==> src/vi_pkg.sv <==
// Core shared definitions
`default_nettype none

package vi_pkg;

	localparam int XLEN = 32;
	localparam int ILEN = 32;
	localparam int NREGS = 32;
	localparam int RADDR_W = 5;
	localparam int N_EXE = 5;
	localparam int MUL_STAGES = 4;

	// Instruction fields
	localparam int OPC_W = 4;
	localparam int OPC_LSB = 28;
	localparam int RD_LSB = 23;
	localparam int RA_LSB = 18;
	localparam int RB_LSB = 13;
	localparam int IMM_W = 16;

	typedef enum logic [OPC_W-1:0] {
		OP_NOP = 4'h0,
		OP_ADD = 4'h1,
		OP_SUB = 4'h2,
		OP_AND = 4'h3,
		OP_OR  = 4'h4,
		OP_XOR = 4'h5,
		OP_SLL = 4'h6,
		OP_SRL = 4'h7,
		OP_LI  = 4'h8,
		OP_MUL = 4'h9
	} opcode_e;

	typedef struct packed {
		logic               valid;
		opcode_e            opcode;
		logic [RADDR_W-1:0] rd;
		logic               we;
		logic [XLEN-1:0]    a;
		logic [XLEN-1:0]    b;
	} dec_op_t;

	typedef struct packed {
		logic               we;
		logic [RADDR_W-1:0] rd;
		logic [XLEN-1:0]    data;
		logic               data_ok;
	} stage_fwd_t;

endpackage

`default_nettype wire

==> src/vi_fwd_if.sv <==
// Forwarding bus
`timescale 1ns/1ps
`default_nettype none

interface vi_fwd_if;

	// Index 0 is E1, index N_EXE-1 is E5
	vi_pkg::stage_fwd_t [vi_pkg::N_EXE-1:0] exe;
	vi_pkg::stage_fwd_t                     wb;

	modport src (
		output exe,
		output wb
	);

	modport dst (
		input exe,
		input wb
	);

endinterface

`default_nettype wire

==> src/vi_int_registers.sv <==
// Integer register file
`timescale 1ns/1ps
`default_nettype none

module vi_int_registers (
	input  wire                          clk_i,
	input  wire                          rst_i,
	input  wire  [vi_pkg::RADDR_W-1:0]   read_addr_a_i,
	input  wire  [vi_pkg::RADDR_W-1:0]   read_addr_b_i,
	output logic [vi_pkg::XLEN-1:0]      read_data_a_o,
	output logic [vi_pkg::XLEN-1:0]      read_data_b_o,
	input  wire                          write_en_i,
	input  wire  [vi_pkg::RADDR_W-1:0]   write_addr_i,
	input  wire  [vi_pkg::XLEN-1:0]      write_data_i
);

	logic [vi_pkg::XLEN-1:0] regs [vi_pkg::NREGS];

	always_ff @(posedge clk_i) begin
		if (rst_i) begin
			for (int i = 0; i < vi_pkg::NREGS; i++) begin
				regs[i] <= '0;
			end
		end else if (write_en_i && write_addr_i != '0) begin
			regs[write_addr_i] <= write_data_i;
		end
	end

	// Same-cycle write is visible to the reader
	assign read_data_a_o = (read_addr_a_i == '0) ? '0 :
		(write_en_i && write_addr_i == read_addr_a_i) ? write_data_i : regs[read_addr_a_i];
	assign read_data_b_o = (read_addr_b_i == '0) ? '0 :
		(write_en_i && write_addr_i == read_addr_b_i) ? write_data_i : regs[read_addr_b_i];

endmodule

`default_nettype wire

==> src/vi_decoder.sv <==
// Decode stage
`timescale 1ns/1ps
`default_nettype none

module vi_decoder (
	input  wire                          clk_i,
	input  wire                          rst_i,
	input  wire                          instr_valid_i,
	input  wire  [vi_pkg::ILEN-1:0]      instr_i,
	output logic                         instr_ready_o,
	output logic [vi_pkg::RADDR_W-1:0]   read_addr_a_o,
	output logic [vi_pkg::RADDR_W-1:0]   read_addr_b_o,
	output logic                         src_used_a_o,
	output logic                         src_used_b_o,
	input  wire  [vi_pkg::XLEN-1:0]      reg_data_a_i,
	input  wire  [vi_pkg::XLEN-1:0]      reg_data_b_i,
	input  wire                          bypass_a_en_i,
	input  wire                          bypass_b_en_i,
	input  wire  [vi_pkg::XLEN-1:0]      bypass_data_a_i,
	input  wire  [vi_pkg::XLEN-1:0]      bypass_data_b_i,
	input  wire                          stall_i,
	output vi_pkg::dec_op_t              op_o
);

	logic [vi_pkg::ILEN-1:0]    instr_q;
	logic                       full_q;
	logic                       accept;
	logic                       writes;
	vi_pkg::opcode_e            opc;
	logic [vi_pkg::RADDR_W-1:0] rd;
	logic [vi_pkg::XLEN-1:0]    imm;

	assign instr_ready_o = !full_q || !stall_i;
	assign accept = instr_valid_i && instr_ready_o;

	always_ff @(posedge clk_i) begin
		if (rst_i) begin
			full_q <= 1'b0;
		end else if (accept) begin
			full_q <= 1'b1;
		end else if (!stall_i) begin
			full_q <= 1'b0;
		end
	end

	always_ff @(posedge clk_i) begin
		if (accept) begin
			instr_q <= instr_i;
		end
	end

	assign opc = vi_pkg::opcode_e'(instr_q[vi_pkg::OPC_LSB +: vi_pkg::OPC_W]);
	assign rd = instr_q[vi_pkg::RD_LSB +: vi_pkg::RADDR_W];
	assign read_addr_a_o = instr_q[vi_pkg::RA_LSB +: vi_pkg::RADDR_W];
	assign read_addr_b_o = instr_q[vi_pkg::RB_LSB +: vi_pkg::RADDR_W];
	assign imm = {{(vi_pkg::XLEN-vi_pkg::IMM_W){1'b0}}, instr_q[vi_pkg::IMM_W-1:0]};

	// Which sources are read, and whether rd is written
	always_comb begin
		src_used_a_o = 1'b0;
		src_used_b_o = 1'b0;
		writes = 1'b0;
		case (opc)
			vi_pkg::OP_ADD, vi_pkg::OP_SUB, vi_pkg::OP_AND, vi_pkg::OP_OR,
			vi_pkg::OP_XOR, vi_pkg::OP_SLL, vi_pkg::OP_SRL, vi_pkg::OP_MUL: begin
				src_used_a_o = full_q;
				src_used_b_o = full_q;
				writes = 1'b1;
			end
			vi_pkg::OP_LI: writes = 1'b1;
			default: writes = 1'b0;
		endcase
	end

	always_comb begin
		op_o.valid = full_q && !stall_i;
		op_o.opcode = opc;
		op_o.rd = rd;
		op_o.we = writes && (rd != '0);
		op_o.a = bypass_a_en_i ? bypass_data_a_i : reg_data_a_i;
		if (opc == vi_pkg::OP_LI) begin
			op_o.b = imm;
		end else begin
			op_o.b = bypass_b_en_i ? bypass_data_b_i : reg_data_b_i;
		end
	end

endmodule

`default_nettype wire

==> src/vi_bypass_ctrl.sv <==
// Operand bypass and hazard stall
`timescale 1ns/1ps
`default_nettype none

module vi_bypass_ctrl (
	input  wire  [vi_pkg::RADDR_W-1:0]   read_addr_a_i,
	input  wire  [vi_pkg::RADDR_W-1:0]   read_addr_b_i,
	input  wire                          src_used_a_i,
	input  wire                          src_used_b_i,
	vi_fwd_if.dst                        fwd,
	output logic                         bypass_a_en_o,
	output logic                         bypass_b_en_o,
	output logic [vi_pkg::XLEN-1:0]      bypass_data_a_o,
	output logic [vi_pkg::XLEN-1:0]      bypass_data_b_o,
	output logic                         stall_o
);

	vi_pkg::stage_fwd_t hit_a;
	vi_pkg::stage_fwd_t hit_b;

	// The we bit of the returned entry marks a match
	function automatic vi_pkg::stage_fwd_t youngest_match(
		input logic [vi_pkg::RADDR_W-1:0]             addr,
		input logic                                   used,
		input vi_pkg::stage_fwd_t [vi_pkg::N_EXE-1:0] exe,
		input vi_pkg::stage_fwd_t                     wb
	);
		vi_pkg::stage_fwd_t hit;
		hit = '0;
		if (used && addr != '0) begin
			// E1 holds the youngest op
			for (int s = 0; s < vi_pkg::N_EXE; s++) begin
				if (!hit.we && exe[s].we && exe[s].rd == addr) begin
					hit = exe[s];
				end
			end
			if (!hit.we && wb.we && wb.rd == addr) begin
				hit = wb;
			end
		end
		return hit;
	endfunction

	assign hit_a = youngest_match(read_addr_a_i, src_used_a_i, fwd.exe, fwd.wb);
	assign hit_b = youngest_match(read_addr_b_i, src_used_b_i, fwd.exe, fwd.wb);

	assign bypass_a_en_o = hit_a.we;
	assign bypass_b_en_o = hit_b.we;
	assign bypass_data_a_o = hit_a.data;
	assign bypass_data_b_o = hit_b.data;

	// Only an unfinished product holds decode
	assign stall_o = (hit_a.we && !hit_a.data_ok) || (hit_b.we && !hit_b.data_ok);

endmodule

`default_nettype wire

==> src/vi_execute.sv <==
// Execute pipeline
`timescale 1ns/1ps
`default_nettype none

module vi_execute (
	input  wire                 clk_i,
	input  wire                 rst_i,
	input  wire vi_pkg::dec_op_t op_i,
	vi_fwd_if.src               fwd,
	output vi_pkg::stage_fwd_t  res_o
);

	logic [vi_pkg::N_EXE-1:0]   st_we;
	logic [vi_pkg::N_EXE-1:0]   st_mul;
	logic [vi_pkg::RADDR_W-1:0] st_rd [vi_pkg::N_EXE];
	logic [vi_pkg::XLEN-1:0]    st_a [vi_pkg::N_EXE];
	logic [vi_pkg::XLEN-1:0]    st_b [vi_pkg::N_EXE];
	logic [vi_pkg::XLEN-1:0]    st_acc [vi_pkg::N_EXE];
	logic [vi_pkg::XLEN-1:0]    acc_next [vi_pkg::N_EXE];

	function automatic logic [vi_pkg::XLEN-1:0] alu(
		input vi_pkg::opcode_e          opc,
		input logic [vi_pkg::XLEN-1:0]  a,
		input logic [vi_pkg::XLEN-1:0]  b
	);
		case (opc)
			vi_pkg::OP_ADD: return a + b;
			vi_pkg::OP_SUB: return a - b;
			vi_pkg::OP_AND: return a & b;
			vi_pkg::OP_OR:  return a | b;
			vi_pkg::OP_XOR: return a ^ b;
			vi_pkg::OP_SLL: return a << b[4:0];
			vi_pkg::OP_SRL: return a >> b[4:0];
			vi_pkg::OP_LI:  return b;
			// First partial product of the multiply
			vi_pkg::OP_MUL: return a * b[7:0];
			default:        return '0;
		endcase
	endfunction

	// E2..E4 add one more byte of b to the product
	always_comb begin
		acc_next[0] = alu(op_i.opcode, op_i.a, op_i.b);
		for (int s = 1; s < vi_pkg::N_EXE; s++) begin
			acc_next[s] = st_acc[s-1];
			if (st_mul[s-1] && s < vi_pkg::MUL_STAGES) begin
				acc_next[s] = st_acc[s-1] +
					((st_a[s-1] * st_b[s-1][8*s +: 8]) << (8*s));
			end
		end
	end

	always_ff @(posedge clk_i) begin
		if (rst_i) begin
			st_we <= '0;
			st_mul <= '0;
		end else begin
			st_we <= {st_we[vi_pkg::N_EXE-2:0], op_i.valid && op_i.we};
			st_mul <= {st_mul[vi_pkg::N_EXE-2:0],
				op_i.valid && (op_i.opcode == vi_pkg::OP_MUL)};
		end
	end

	always_ff @(posedge clk_i) begin
		st_rd[0] <= op_i.rd;
		st_a[0] <= op_i.a;
		st_b[0] <= op_i.b;
		st_acc[0] <= acc_next[0];
		for (int s = 1; s < vi_pkg::N_EXE; s++) begin
			st_rd[s] <= st_rd[s-1];
			st_a[s] <= st_a[s-1];
			st_b[s] <= st_b[s-1];
			st_acc[s] <= acc_next[s];
		end
	end

	// Products are complete once the op reaches E5
	always_comb begin
		for (int s = 0; s < vi_pkg::N_EXE; s++) begin
			fwd.exe[s].we = st_we[s];
			fwd.exe[s].rd = st_rd[s];
			fwd.exe[s].data = st_acc[s];
			fwd.exe[s].data_ok = !st_mul[s] || (s >= vi_pkg::MUL_STAGES);
		end
	end

	assign res_o.we = st_we[vi_pkg::N_EXE-1];
	assign res_o.rd = st_rd[vi_pkg::N_EXE-1];
	assign res_o.data = st_acc[vi_pkg::N_EXE-1];
	assign res_o.data_ok = 1'b1;

endmodule

`default_nettype wire

==> src/vi_writeback.sv <==
// Result stage
`timescale 1ns/1ps
`default_nettype none

module vi_writeback (
	input  wire                        clk_i,
	input  wire                        rst_i,
	input  wire vi_pkg::stage_fwd_t    res_i,
	vi_fwd_if.src                      fwd,
	output logic                       reg_we_o,
	output logic [vi_pkg::RADDR_W-1:0] reg_addr_o,
	output logic [vi_pkg::XLEN-1:0]    reg_data_o,
	output logic                       wb_valid_o,
	output logic [vi_pkg::RADDR_W-1:0] wb_addr_o,
	output logic [vi_pkg::XLEN-1:0]    wb_data_o
);

	vi_pkg::stage_fwd_t wb_q;

	always_ff @(posedge clk_i) begin
		wb_q <= res_i;
		if (rst_i) begin
			wb_q.we <= 1'b0;
		end
	end

	// Oldest bypass source, covers the cycle before the register file write
	assign fwd.wb = wb_q;

	assign reg_we_o = wb_q.we;
	assign reg_addr_o = wb_q.rd;
	assign reg_data_o = wb_q.data;
	assign wb_valid_o = wb_q.we;
	assign wb_addr_o = wb_q.rd;
	assign wb_data_o = wb_q.data;

endmodule

`default_nettype wire

==> src/vi_core.sv <==
// Pipeline core top level
`timescale 1ns/1ps
`default_nettype none

module vi_core (
	input  wire                        clk_i,
	input  wire                        rst_i,
	input  wire                        instr_valid_i,
	input  wire  [vi_pkg::ILEN-1:0]    instr_i,
	output logic                       instr_ready_o,
	output logic                       wb_valid_o,
	output logic [vi_pkg::RADDR_W-1:0] wb_addr_o,
	output logic [vi_pkg::XLEN-1:0]    wb_data_o
);

	logic [vi_pkg::RADDR_W-1:0] dec_read_addr_a;
	logic [vi_pkg::RADDR_W-1:0] dec_read_addr_b;
	logic                       dec_src_used_a;
	logic                       dec_src_used_b;
	logic [vi_pkg::XLEN-1:0]    reg_read_data_a;
	logic [vi_pkg::XLEN-1:0]    reg_read_data_b;
	logic                       bypass_a_en;
	logic                       bypass_b_en;
	logic [vi_pkg::XLEN-1:0]    bypass_data_a;
	logic [vi_pkg::XLEN-1:0]    bypass_data_b;
	logic                       dec_stall;
	vi_pkg::dec_op_t            dec_op;
	vi_pkg::stage_fwd_t         exe_res;
	logic                       reg_we;
	logic [vi_pkg::RADDR_W-1:0] reg_addr;
	logic [vi_pkg::XLEN-1:0]    reg_data;

	vi_fwd_if fwd_if ();

	vi_decoder decoder (
		.clk_i           (clk_i),
		.rst_i           (rst_i),
		.instr_valid_i   (instr_valid_i),
		.instr_i         (instr_i),
		.instr_ready_o   (instr_ready_o),
		.read_addr_a_o   (dec_read_addr_a),
		.read_addr_b_o   (dec_read_addr_b),
		.src_used_a_o    (dec_src_used_a),
		.src_used_b_o    (dec_src_used_b),
		.reg_data_a_i    (reg_read_data_a),
		.reg_data_b_i    (reg_read_data_b),
		.bypass_a_en_i   (bypass_a_en),
		.bypass_b_en_i   (bypass_b_en),
		.bypass_data_a_i (bypass_data_a),
		.bypass_data_b_i (bypass_data_b),
		.stall_i         (dec_stall),
		.op_o            (dec_op)
	);

	vi_bypass_ctrl bypass_ctrl (
		.read_addr_a_i   (dec_read_addr_a),
		.read_addr_b_i   (dec_read_addr_b),
		.src_used_a_i    (dec_src_used_a),
		.src_used_b_i    (dec_src_used_b),
		.fwd             (fwd_if.dst),
		.bypass_a_en_o   (bypass_a_en),
		.bypass_b_en_o   (bypass_b_en),
		.bypass_data_a_o (bypass_data_a),
		.bypass_data_b_o (bypass_data_b),
		.stall_o         (dec_stall)
	);

	vi_int_registers int_registers (
		.clk_i         (clk_i),
		.rst_i         (rst_i),
		.read_addr_a_i (dec_read_addr_a),
		.read_addr_b_i (dec_read_addr_b),
		.read_data_a_o (reg_read_data_a),
		.read_data_b_o (reg_read_data_b),
		.write_en_i    (reg_we),
		.write_addr_i  (reg_addr),
		.write_data_i  (reg_data)
	);

	vi_execute execute (
		.clk_i (clk_i),
		.rst_i (rst_i),
		.op_i  (dec_op),
		.fwd   (fwd_if.src),
		.res_o (exe_res)
	);

	vi_writeback writeback (
		.clk_i      (clk_i),
		.rst_i      (rst_i),
		.res_i      (exe_res),
		.fwd        (fwd_if.src),
		.reg_we_o   (reg_we),
		.reg_addr_o (reg_addr),
		.reg_data_o (reg_data),
		.wb_valid_o (wb_valid_o),
		.wb_addr_o  (wb_addr_o),
		.wb_data_o  (wb_data_o)
	);

endmodule

`default_nettype wire

==> config.mk <==
export PLATFORM = sky130hd
export DESIGN_NAME = vi_core
export DESIGN_NICKNAME = d
export VERILOG_FILES = /design/src/vi_pkg.sv /design/src/vi_fwd_if.sv /design/src/vi_int_registers.sv /design/src/vi_decoder.sv /design/src/vi_bypass_ctrl.sv /design/src/vi_execute.sv /design/src/vi_writeback.sv /design/src/vi_core.sv
export SDC_FILE = /design/constraint.sdc
export NUM_CORES = 2
export LEC_CHECK = 0
export BUFFER_PORTS_ARGS = -buffer_cell sky130_fd_sc_hd__buf_2
export CAP_MARGIN = 20
export CORE_ASPECT_RATIO = 0.6
export CORE_UTILIZATION = 60
export CTS_CLUSTER_DIAMETER = 200
export DETAILED_ROUTE_END_ITERATION = 8
export PLACE_DENSITY_LB_ADDON = 0.2
export SLEW_MARGIN = 15
export SYNTH_ARGS = -nofsm -noshare
export SYNTH_HDL_FRONTEND = slang
export SYNTH_SLANG_ARGS = --single-unit
export TNS_END_PERCENT = 1
==> constraint.sdc <==
create_clock -name clk_i -period 18.4 [get_ports clk_i]
set_input_delay 1.84 -clock clk_i [delete_from_list [all_inputs] [get_ports clk_i]]
set_output_delay 1.84 -clock clk_i [all_outputs]
set_load 0.005 [all_outputs]
; ---- After elaboration in Yosys (flattened, before gate mapping)
; Memories as Yosys holds them, arrays and structs flattened. A register that Yosys moved wholly into a read port is not among the register bits.
; Cells that the tools add are included.
[op_classes]
n_addsub = 5
mul = 4
eq_ne = 22
shifts = 2
mux = 49
bitwise = 3
reduce_logical = 63
[ops]
columns = operator, count
row1 = 39-bit 2-to-1 mux, 24
row2 = 32-bit 2-to-1 mux, 11
row3 = 32-bit one-hot mux with 9 select lines, 1
row4 = 32-bit adder, 4
row5 = 5-bit == test, 12
row6 = 1-bit logical AND, 34
row7 = 32-bit AND, 1
row8 = 32-bit by 8-bit multiplier with 16-bit output, 1
row9 = 32-bit by 8-bit multiplier with 24-bit output, 1
row10 = 32-bit by 8-bit multiplier with 32-bit output, 1
row11 = 32-bit by 8-bit multiplier with 8-bit output, 1
row12 = 32-bit OR, 1
row13 = 32-bit OR reduction, 1
row14 = 32-bit by 5-bit left shift with 32-bit output, 1
row15 = 32-bit by 5-bit right shift with 32-bit output, 1
row16 = 32-bit subtractor, 1
row17 = 32-bit bitwise XOR, 1
row18 = 5-bit nonzero test, 4
row19 = 1-bit logical NOT, 18
row20 = "4-bit by 3-bit == test with 1-bit output, second input constant", 4
row21 = 5-bit 2-to-1 mux, 3
row22 = 5-bit logical NOT, 2
row23 = 1-bit 2-to-1 mux, 10
row24 = 9-bit OR reduction, 1
row25 = 6 further kinds, 9
[word_totals]
reg_bits = 80
ram_bits = 1529
in_bits = 35
output_inout_bits = 39
wordCells = 160
n_memories = 5
[mem_list]
columns = name, depth, word_bits, rd, rd_clocked_by_memory_dff, write_ports, line_no
row1 = int_registers.regs, 32, 32, 2, 2, 32, vi_int_registers.sv:17  ; logic [vi_pkg::XLEN-1:0] regs [vi_pkg::NREGS];
row2 = execute.st_a, 5, 32, 4, 0, 5, vi_execute.sv:16  ; logic [vi_pkg::XLEN-1:0] st_a [vi_pkg::N_EXE];
row3 = execute.st_acc, 5, 32, 5, 0, 5, vi_execute.sv:18  ; logic [vi_pkg::XLEN-1:0] st_acc [vi_pkg::N_EXE];
row4 = execute.st_b, 5, 32, 4, 0, 5, vi_execute.sv:17  ; logic [vi_pkg::XLEN-1:0] st_b [vi_pkg::N_EXE];
row5 = execute.st_rd, 5, 5, 5, 0, 5, vi_execute.sv:15  ; logic [vi_pkg::RADDR_W-1:0] st_rd [vi_pkg::N_EXE];

; ---- Logic depth before layout (Yosys ltp)
[logic_depth]
word_depth = 37
ltp_mapped = 38
mapped_depth_nobuf = 31

; ---- Worst setup path after synthesis
; OpenSTA, ideal clock, no wires.
[synth_timing]
kind = register -> register
from = reg (tool-made name)
to = mem execute.st_acc[0][29] (netlist name)
setup_time_ns = 0.136
arrival_ns = 8.746
setup_slack_ns = 9.518
stages_incl_launch_ff = 32
n_path_buf = 5
path_cell_list = dfxtp_1 -> buf_2 -> buf_2 -> buf_1 -> clkbuf_1 -> mux4_2 -> mux4_2 -> a222oi_1 -> a21o_1 -> clkbuf_1 -> inv_1 -> ha_1 -> fa_1 -> fa_1 -> fa_1 -> inv_1 -> fa_1 -> inv_1 -> ha_1 -> a21oi_1 -> o21ai_0 -> or3_1 -> a32oi_1 -> a21oi_1 -> a41oi_1 -> a21oi_1 -> a2111oi_0 -> o21bai_1 -> a21oi_1 -> xnor2_1 -> a221oi_1 -> o211ai_1
[synth_lines]
columns = item, line_no
row1 = end: declaration, vi_execute.sv:18

==> results.toml <==
[synth]
synth_area_um2 = 90900
synth.largest_area_cell = "sky130_fd_sc_hd__edfxtp_1"
synthesis.yosys.warnings = 0
synth.area.top_cells = "sky130_fd_sc_hd__edfxtp_1 (35%), sky130_fd_sc_hd__mux4_2 (14%), sky130_fd_sc_hd__and2_1 (7.8%), sky130_fd_sc_hd__fa_1 (7.5%), sky130_fd_sc_hd__dfxtp_1 (7.5%)"
ys_seq_area_share_pct = 42.3
synthMostInstantiatedCell = "sky130_fd_sc_hd__and2_1"
synth-main-ff-cell = "sky130_fd_sc_hd__edfxtp_1"
synth_edf_count = 1056
postSynthAreaPerCell_um2 = 12.0
ys_ff_latch = 1395
synth_cell_types = 98
yosys-top-cells-count = "sky130_fd_sc_hd__and2_1 (1138), sky130_fd_sc_hd__edfxtp_1 (1056), sky130_fd_sc_hd__mux4_2 (584), sky130_fd_sc_hd__nand2_1 (471), sky130_fd_sc_hd__nor2_1 (436)"
yosys.area.top_type_share_pct = 34.9
async_reset_ff_share_pct = 0
synthCells = 7553

[power]
pwr_cell_area_nw_per_um2 = 133
seq_power_share_pct = 31.8
cell_internal_pwr_mw = 7.49
power.leakage_nw = 38.0
comb_power_share_pct = 45.8
power_mw = 13.1
netSwitchingFraction_pct = 42.7
worst_ir_drop_vdd_mv = 0.135
power.clock.fraction_pct = 22.4
p_switching_mw = 5.58

[place]
placement.cell_area_um2 = 93900
detailedPlace.worstSlack_ps = 7550
dp_hpwl_um = 259000
placed_cells = 9346
numPortBuffers = 73
rd_place_congestion = 1.12

[clock_tree]
tritoncts_clock_tree = "built"
cts_setup_buffers = 0
h-tree-depth = 4
post_cts_resized = 0
cts.sinks = 1395
cts_buffer_depth = 3
holdBufCountCts = 0
clk-insertion-delay-late_ps = 810
numCtsBuffers = 136
worst_setup_hold_path_clk_slew_ps = 70
clock_tree.root_cell = "sky130_fd_sc_hd__clkbuf_16"

[detailed_routing]
detailroute.via_count = 71309
drt_iter0_markers = 14305
iteration_count_of_the_initial_detailed_routing_pass = 7
drc_errors = 0
wirelength_um = 380000
routed_wire_length_per_instance_um = 39.2
drtAntennaViolNets = 0
drt-vias-per-instance = 7.37

[floorplanning]
die_y_extent_um = 304
design.die.area_um2 = 153000
dieWidth_um = 505
floorplan.core_area_um2 = 150000
row_count = 110
io_pins = 74
floorplan.initialDensity_pct = 60.6

[sta]
rsz0062_at_grt = "false"
setup_total_negative_slack_ps = 0
setup_viol_count_final = 0
max_freq_mhz = 88.3
clock_skew_ps = 40.3
worst-slew-pin-transition_ps = 1250
report.final.hold_viol_count = 0
timing.final.crit_period_ps = 11330
timing.final.crit_share_pct = 61.6
worst_slack_ps = 7070
number_of_pins_with_negative_max_slew_slack_in_the_final_report = 0
worst_slew_margin_rel_pct = 15.5

[global_routing]
global_route.overflow_total = 0
first_global_vias = 67105
first_pass_grt_wire_length_um = 524000
grt_start_max_net_pins = 107
antenna_found_initial = 46
grt_usage_pct = 49.4

[setup_path]
timing.critical_path.from_type = "flip-flop"
crit_top_cell = "sky130_fd_sc_hd__buf_4"
category_of_the_critical_setup_timing_path = "flip-flop to flip-flop"
worst-path-max-fanout = 39
crit_arrival_ps = 11980
setup.worst_path.end_class = "flip-flop"
critical-path-slowest-cell = "sky130_fd_sc_hd__a2111oi_0"
worstPathRequired_ps = 19050
timing.critical_path.slowest_cell_delay_ps = 960

[final_layout]
area.sequential_um2 = 38500
stdcell_count = 9682
filler_instances = 10944
multiInputGateArea_um2 = 48800
layout-drive-gt1-share_pct = 17.9
finish.net_count = 8101
final_design_area_no_fill_um2 = 98600
area_growth_syn_to_layout_pct = 8.46

[run]
count_of_max_cap_constraint_violations = 0

[status]
run_status = "complete, no violations"

[hold_path]
worstHoldPathType = "flip-flop to flip-flop"
logic make-up (layout without fill, tap and decap cells):
kind of cell	after synthesis	in the layout	share of synthesized area [%]
XOR/XNOR	266	266	2.56
other	1	122	0.00412
multiplexers	861	861	18.0
adder cells (fa/ha/maj)	594	594	11.0
buffers and inverters	1025	1017	4.54
AND/OR/NAND/NOR	2460	2460	14.3
AO/OA/AOI/OAI	951	951	7.29
flip-flops	1395	1395	42.3
stage by stage:
step / utilization [%] / hold slack (ps)
3_3_place_gp: 62.5 / 312
3_5_place_dp: 62.5 / 312
4_1_cts: 65.5 / 325
2_1_floorplan: - / 310
5_1_grt: 65.6 / 330
6_report: 65.7 / 324
per-layer routing:
metal | track usage (%) | routed length (um) | share of wire, %
met1 | 69.6 | 142000 | 37
met2 | 59.6 | 138000 | 36
met5 | 2.90 | 772 | 0.20
met4 | 19.3 | 16900 | 4.4
met3 | 30.8 | 82200 | 22
cells in the final DEF, fill, tap and decap left out, types with 37 or more instances in the layout:
cell type	instances
sky130_fd_sc_hd__clkbuf_16	137
sky130_fd_sc_hd__nor2b_1	37
sky130_fd_sc_hd__nor3_1	96
sky130_fd_sc_hd__a21oi_1	188
sky130_fd_sc_hd__nand3_1	101
sky130_fd_sc_hd__a21o_1	52
sky130_fd_sc_hd__mux2i_1	164
sky130_fd_sc_hd__buf_4	257
sky130_fd_sc_hd__dfxtp_1	329
sky130_fd_sc_hd__edfxtp_1	1056
sky130_fd_sc_hd__buf_2	72
sky130_fd_sc_hd__a22oi_1	41
sky130_fd_sc_hd__o21ai_0	161
sky130_fd_sc_hd__nand2_1	471
sky130_fd_sc_hd__mux2_2	91
sky130_fd_sc_hd__or2_2	44
sky130_fd_sc_hd__inv_1	426
sky130_fd_sc_hd__and2_1	1137
sky130_fd_sc_hd__mux4_2	584
sky130_fd_sc_hd__ha_1	254
sky130_fd_sc_hd__diode_2	90
sky130_fd_sc_hd__xor2_1	55
sky130_fd_sc_hd__fa_1	340
sky130_fd_sc_hd__a221oi_1	65
sky130_fd_sc_hd__a31oi_1	60
sky130_fd_sc_hd__nor2_1	402
sky130_fd_sc_hd__xnor2_1	211
worst max-delay path: cells and delay by family (launching register included):
kind	cells	cell delay, ps
AND/OR/NAND/NOR	7	1940
flip-flops	1	610
buffers and inverters	7	1910
XOR/XNOR	1	210
adder cells (fa/ha/maj)	4	1900
AO/OA/AOI/OAI	13	4490
power by group through the flow:
| stage | Combinational (mW) | Clock [mW] | Sequential [mW] |
|---|---|---|---|
| 2_1_floorplan | 3.88 | 0 | 3.93 |
| 3_3_place_gp | 5.61 | 0 | 4.18 |
| 3_5_place_dp | 5.67 | 0 | 4.19 |
| 4_1_cts | 5.73 | 2.90 | 4.12 |
| 5_1_grt | 6.36 | 3.00 | 4.17 |
| 6_report | 5.99 | 2.92 | 4.16 |
final cells by class:
| cell class | count | share of cell area [%] |
|---|---|---|
| clock inverters | 78 | 0.894 |
| flip-flops and latches | 1395 | 39.1 |
| clock buffers | 164 | 3.64 |
| inverters | 439 | 1.67 |
| diodes | 90 | 0.228 |
| multi-input cells | 5164 | 49.5 |
| repair buffers | 336 | 2.46 |
| well taps | 2016 | 2.56 |
registers in the layout (all words and copies together) (netlist names), named ones only:
signal and cells:
execute.st_rd 25, execute.st_a 48, writeback.reg_we_o 1, int_registers.regs 1024, execute.st_we 5, execute.st_acc 160
execute.st_b 48, decoder.full_q 1, execute.st_mul 4, writeback.reg_data_o 32, writeback.reg_addr_o 5, decoder.instr_q 32
worst paths after layout:
check                                                   start                             to  slack [ps]  cells after the start
worst min-delay path              execute.st_b[0][23]$_DFF_P_    execute.st_b[0][55]$_DFF_P_         320                      0
worst max register to register  decoder.instr_q[13]$_DFFE_PP_  execute.st_acc[0][30]$_DFF_P_        7070                     32
worst min register to register    execute.st_b[0][23]$_DFF_P_    execute.st_b[0][55]$_DFF_P_         320                      0
worst max-delay path            decoder.instr_q[13]$_DFFE_PP_  execute.st_acc[0][30]$_DFF_P_        7070                     32
(Power assumes the default switching activity.)
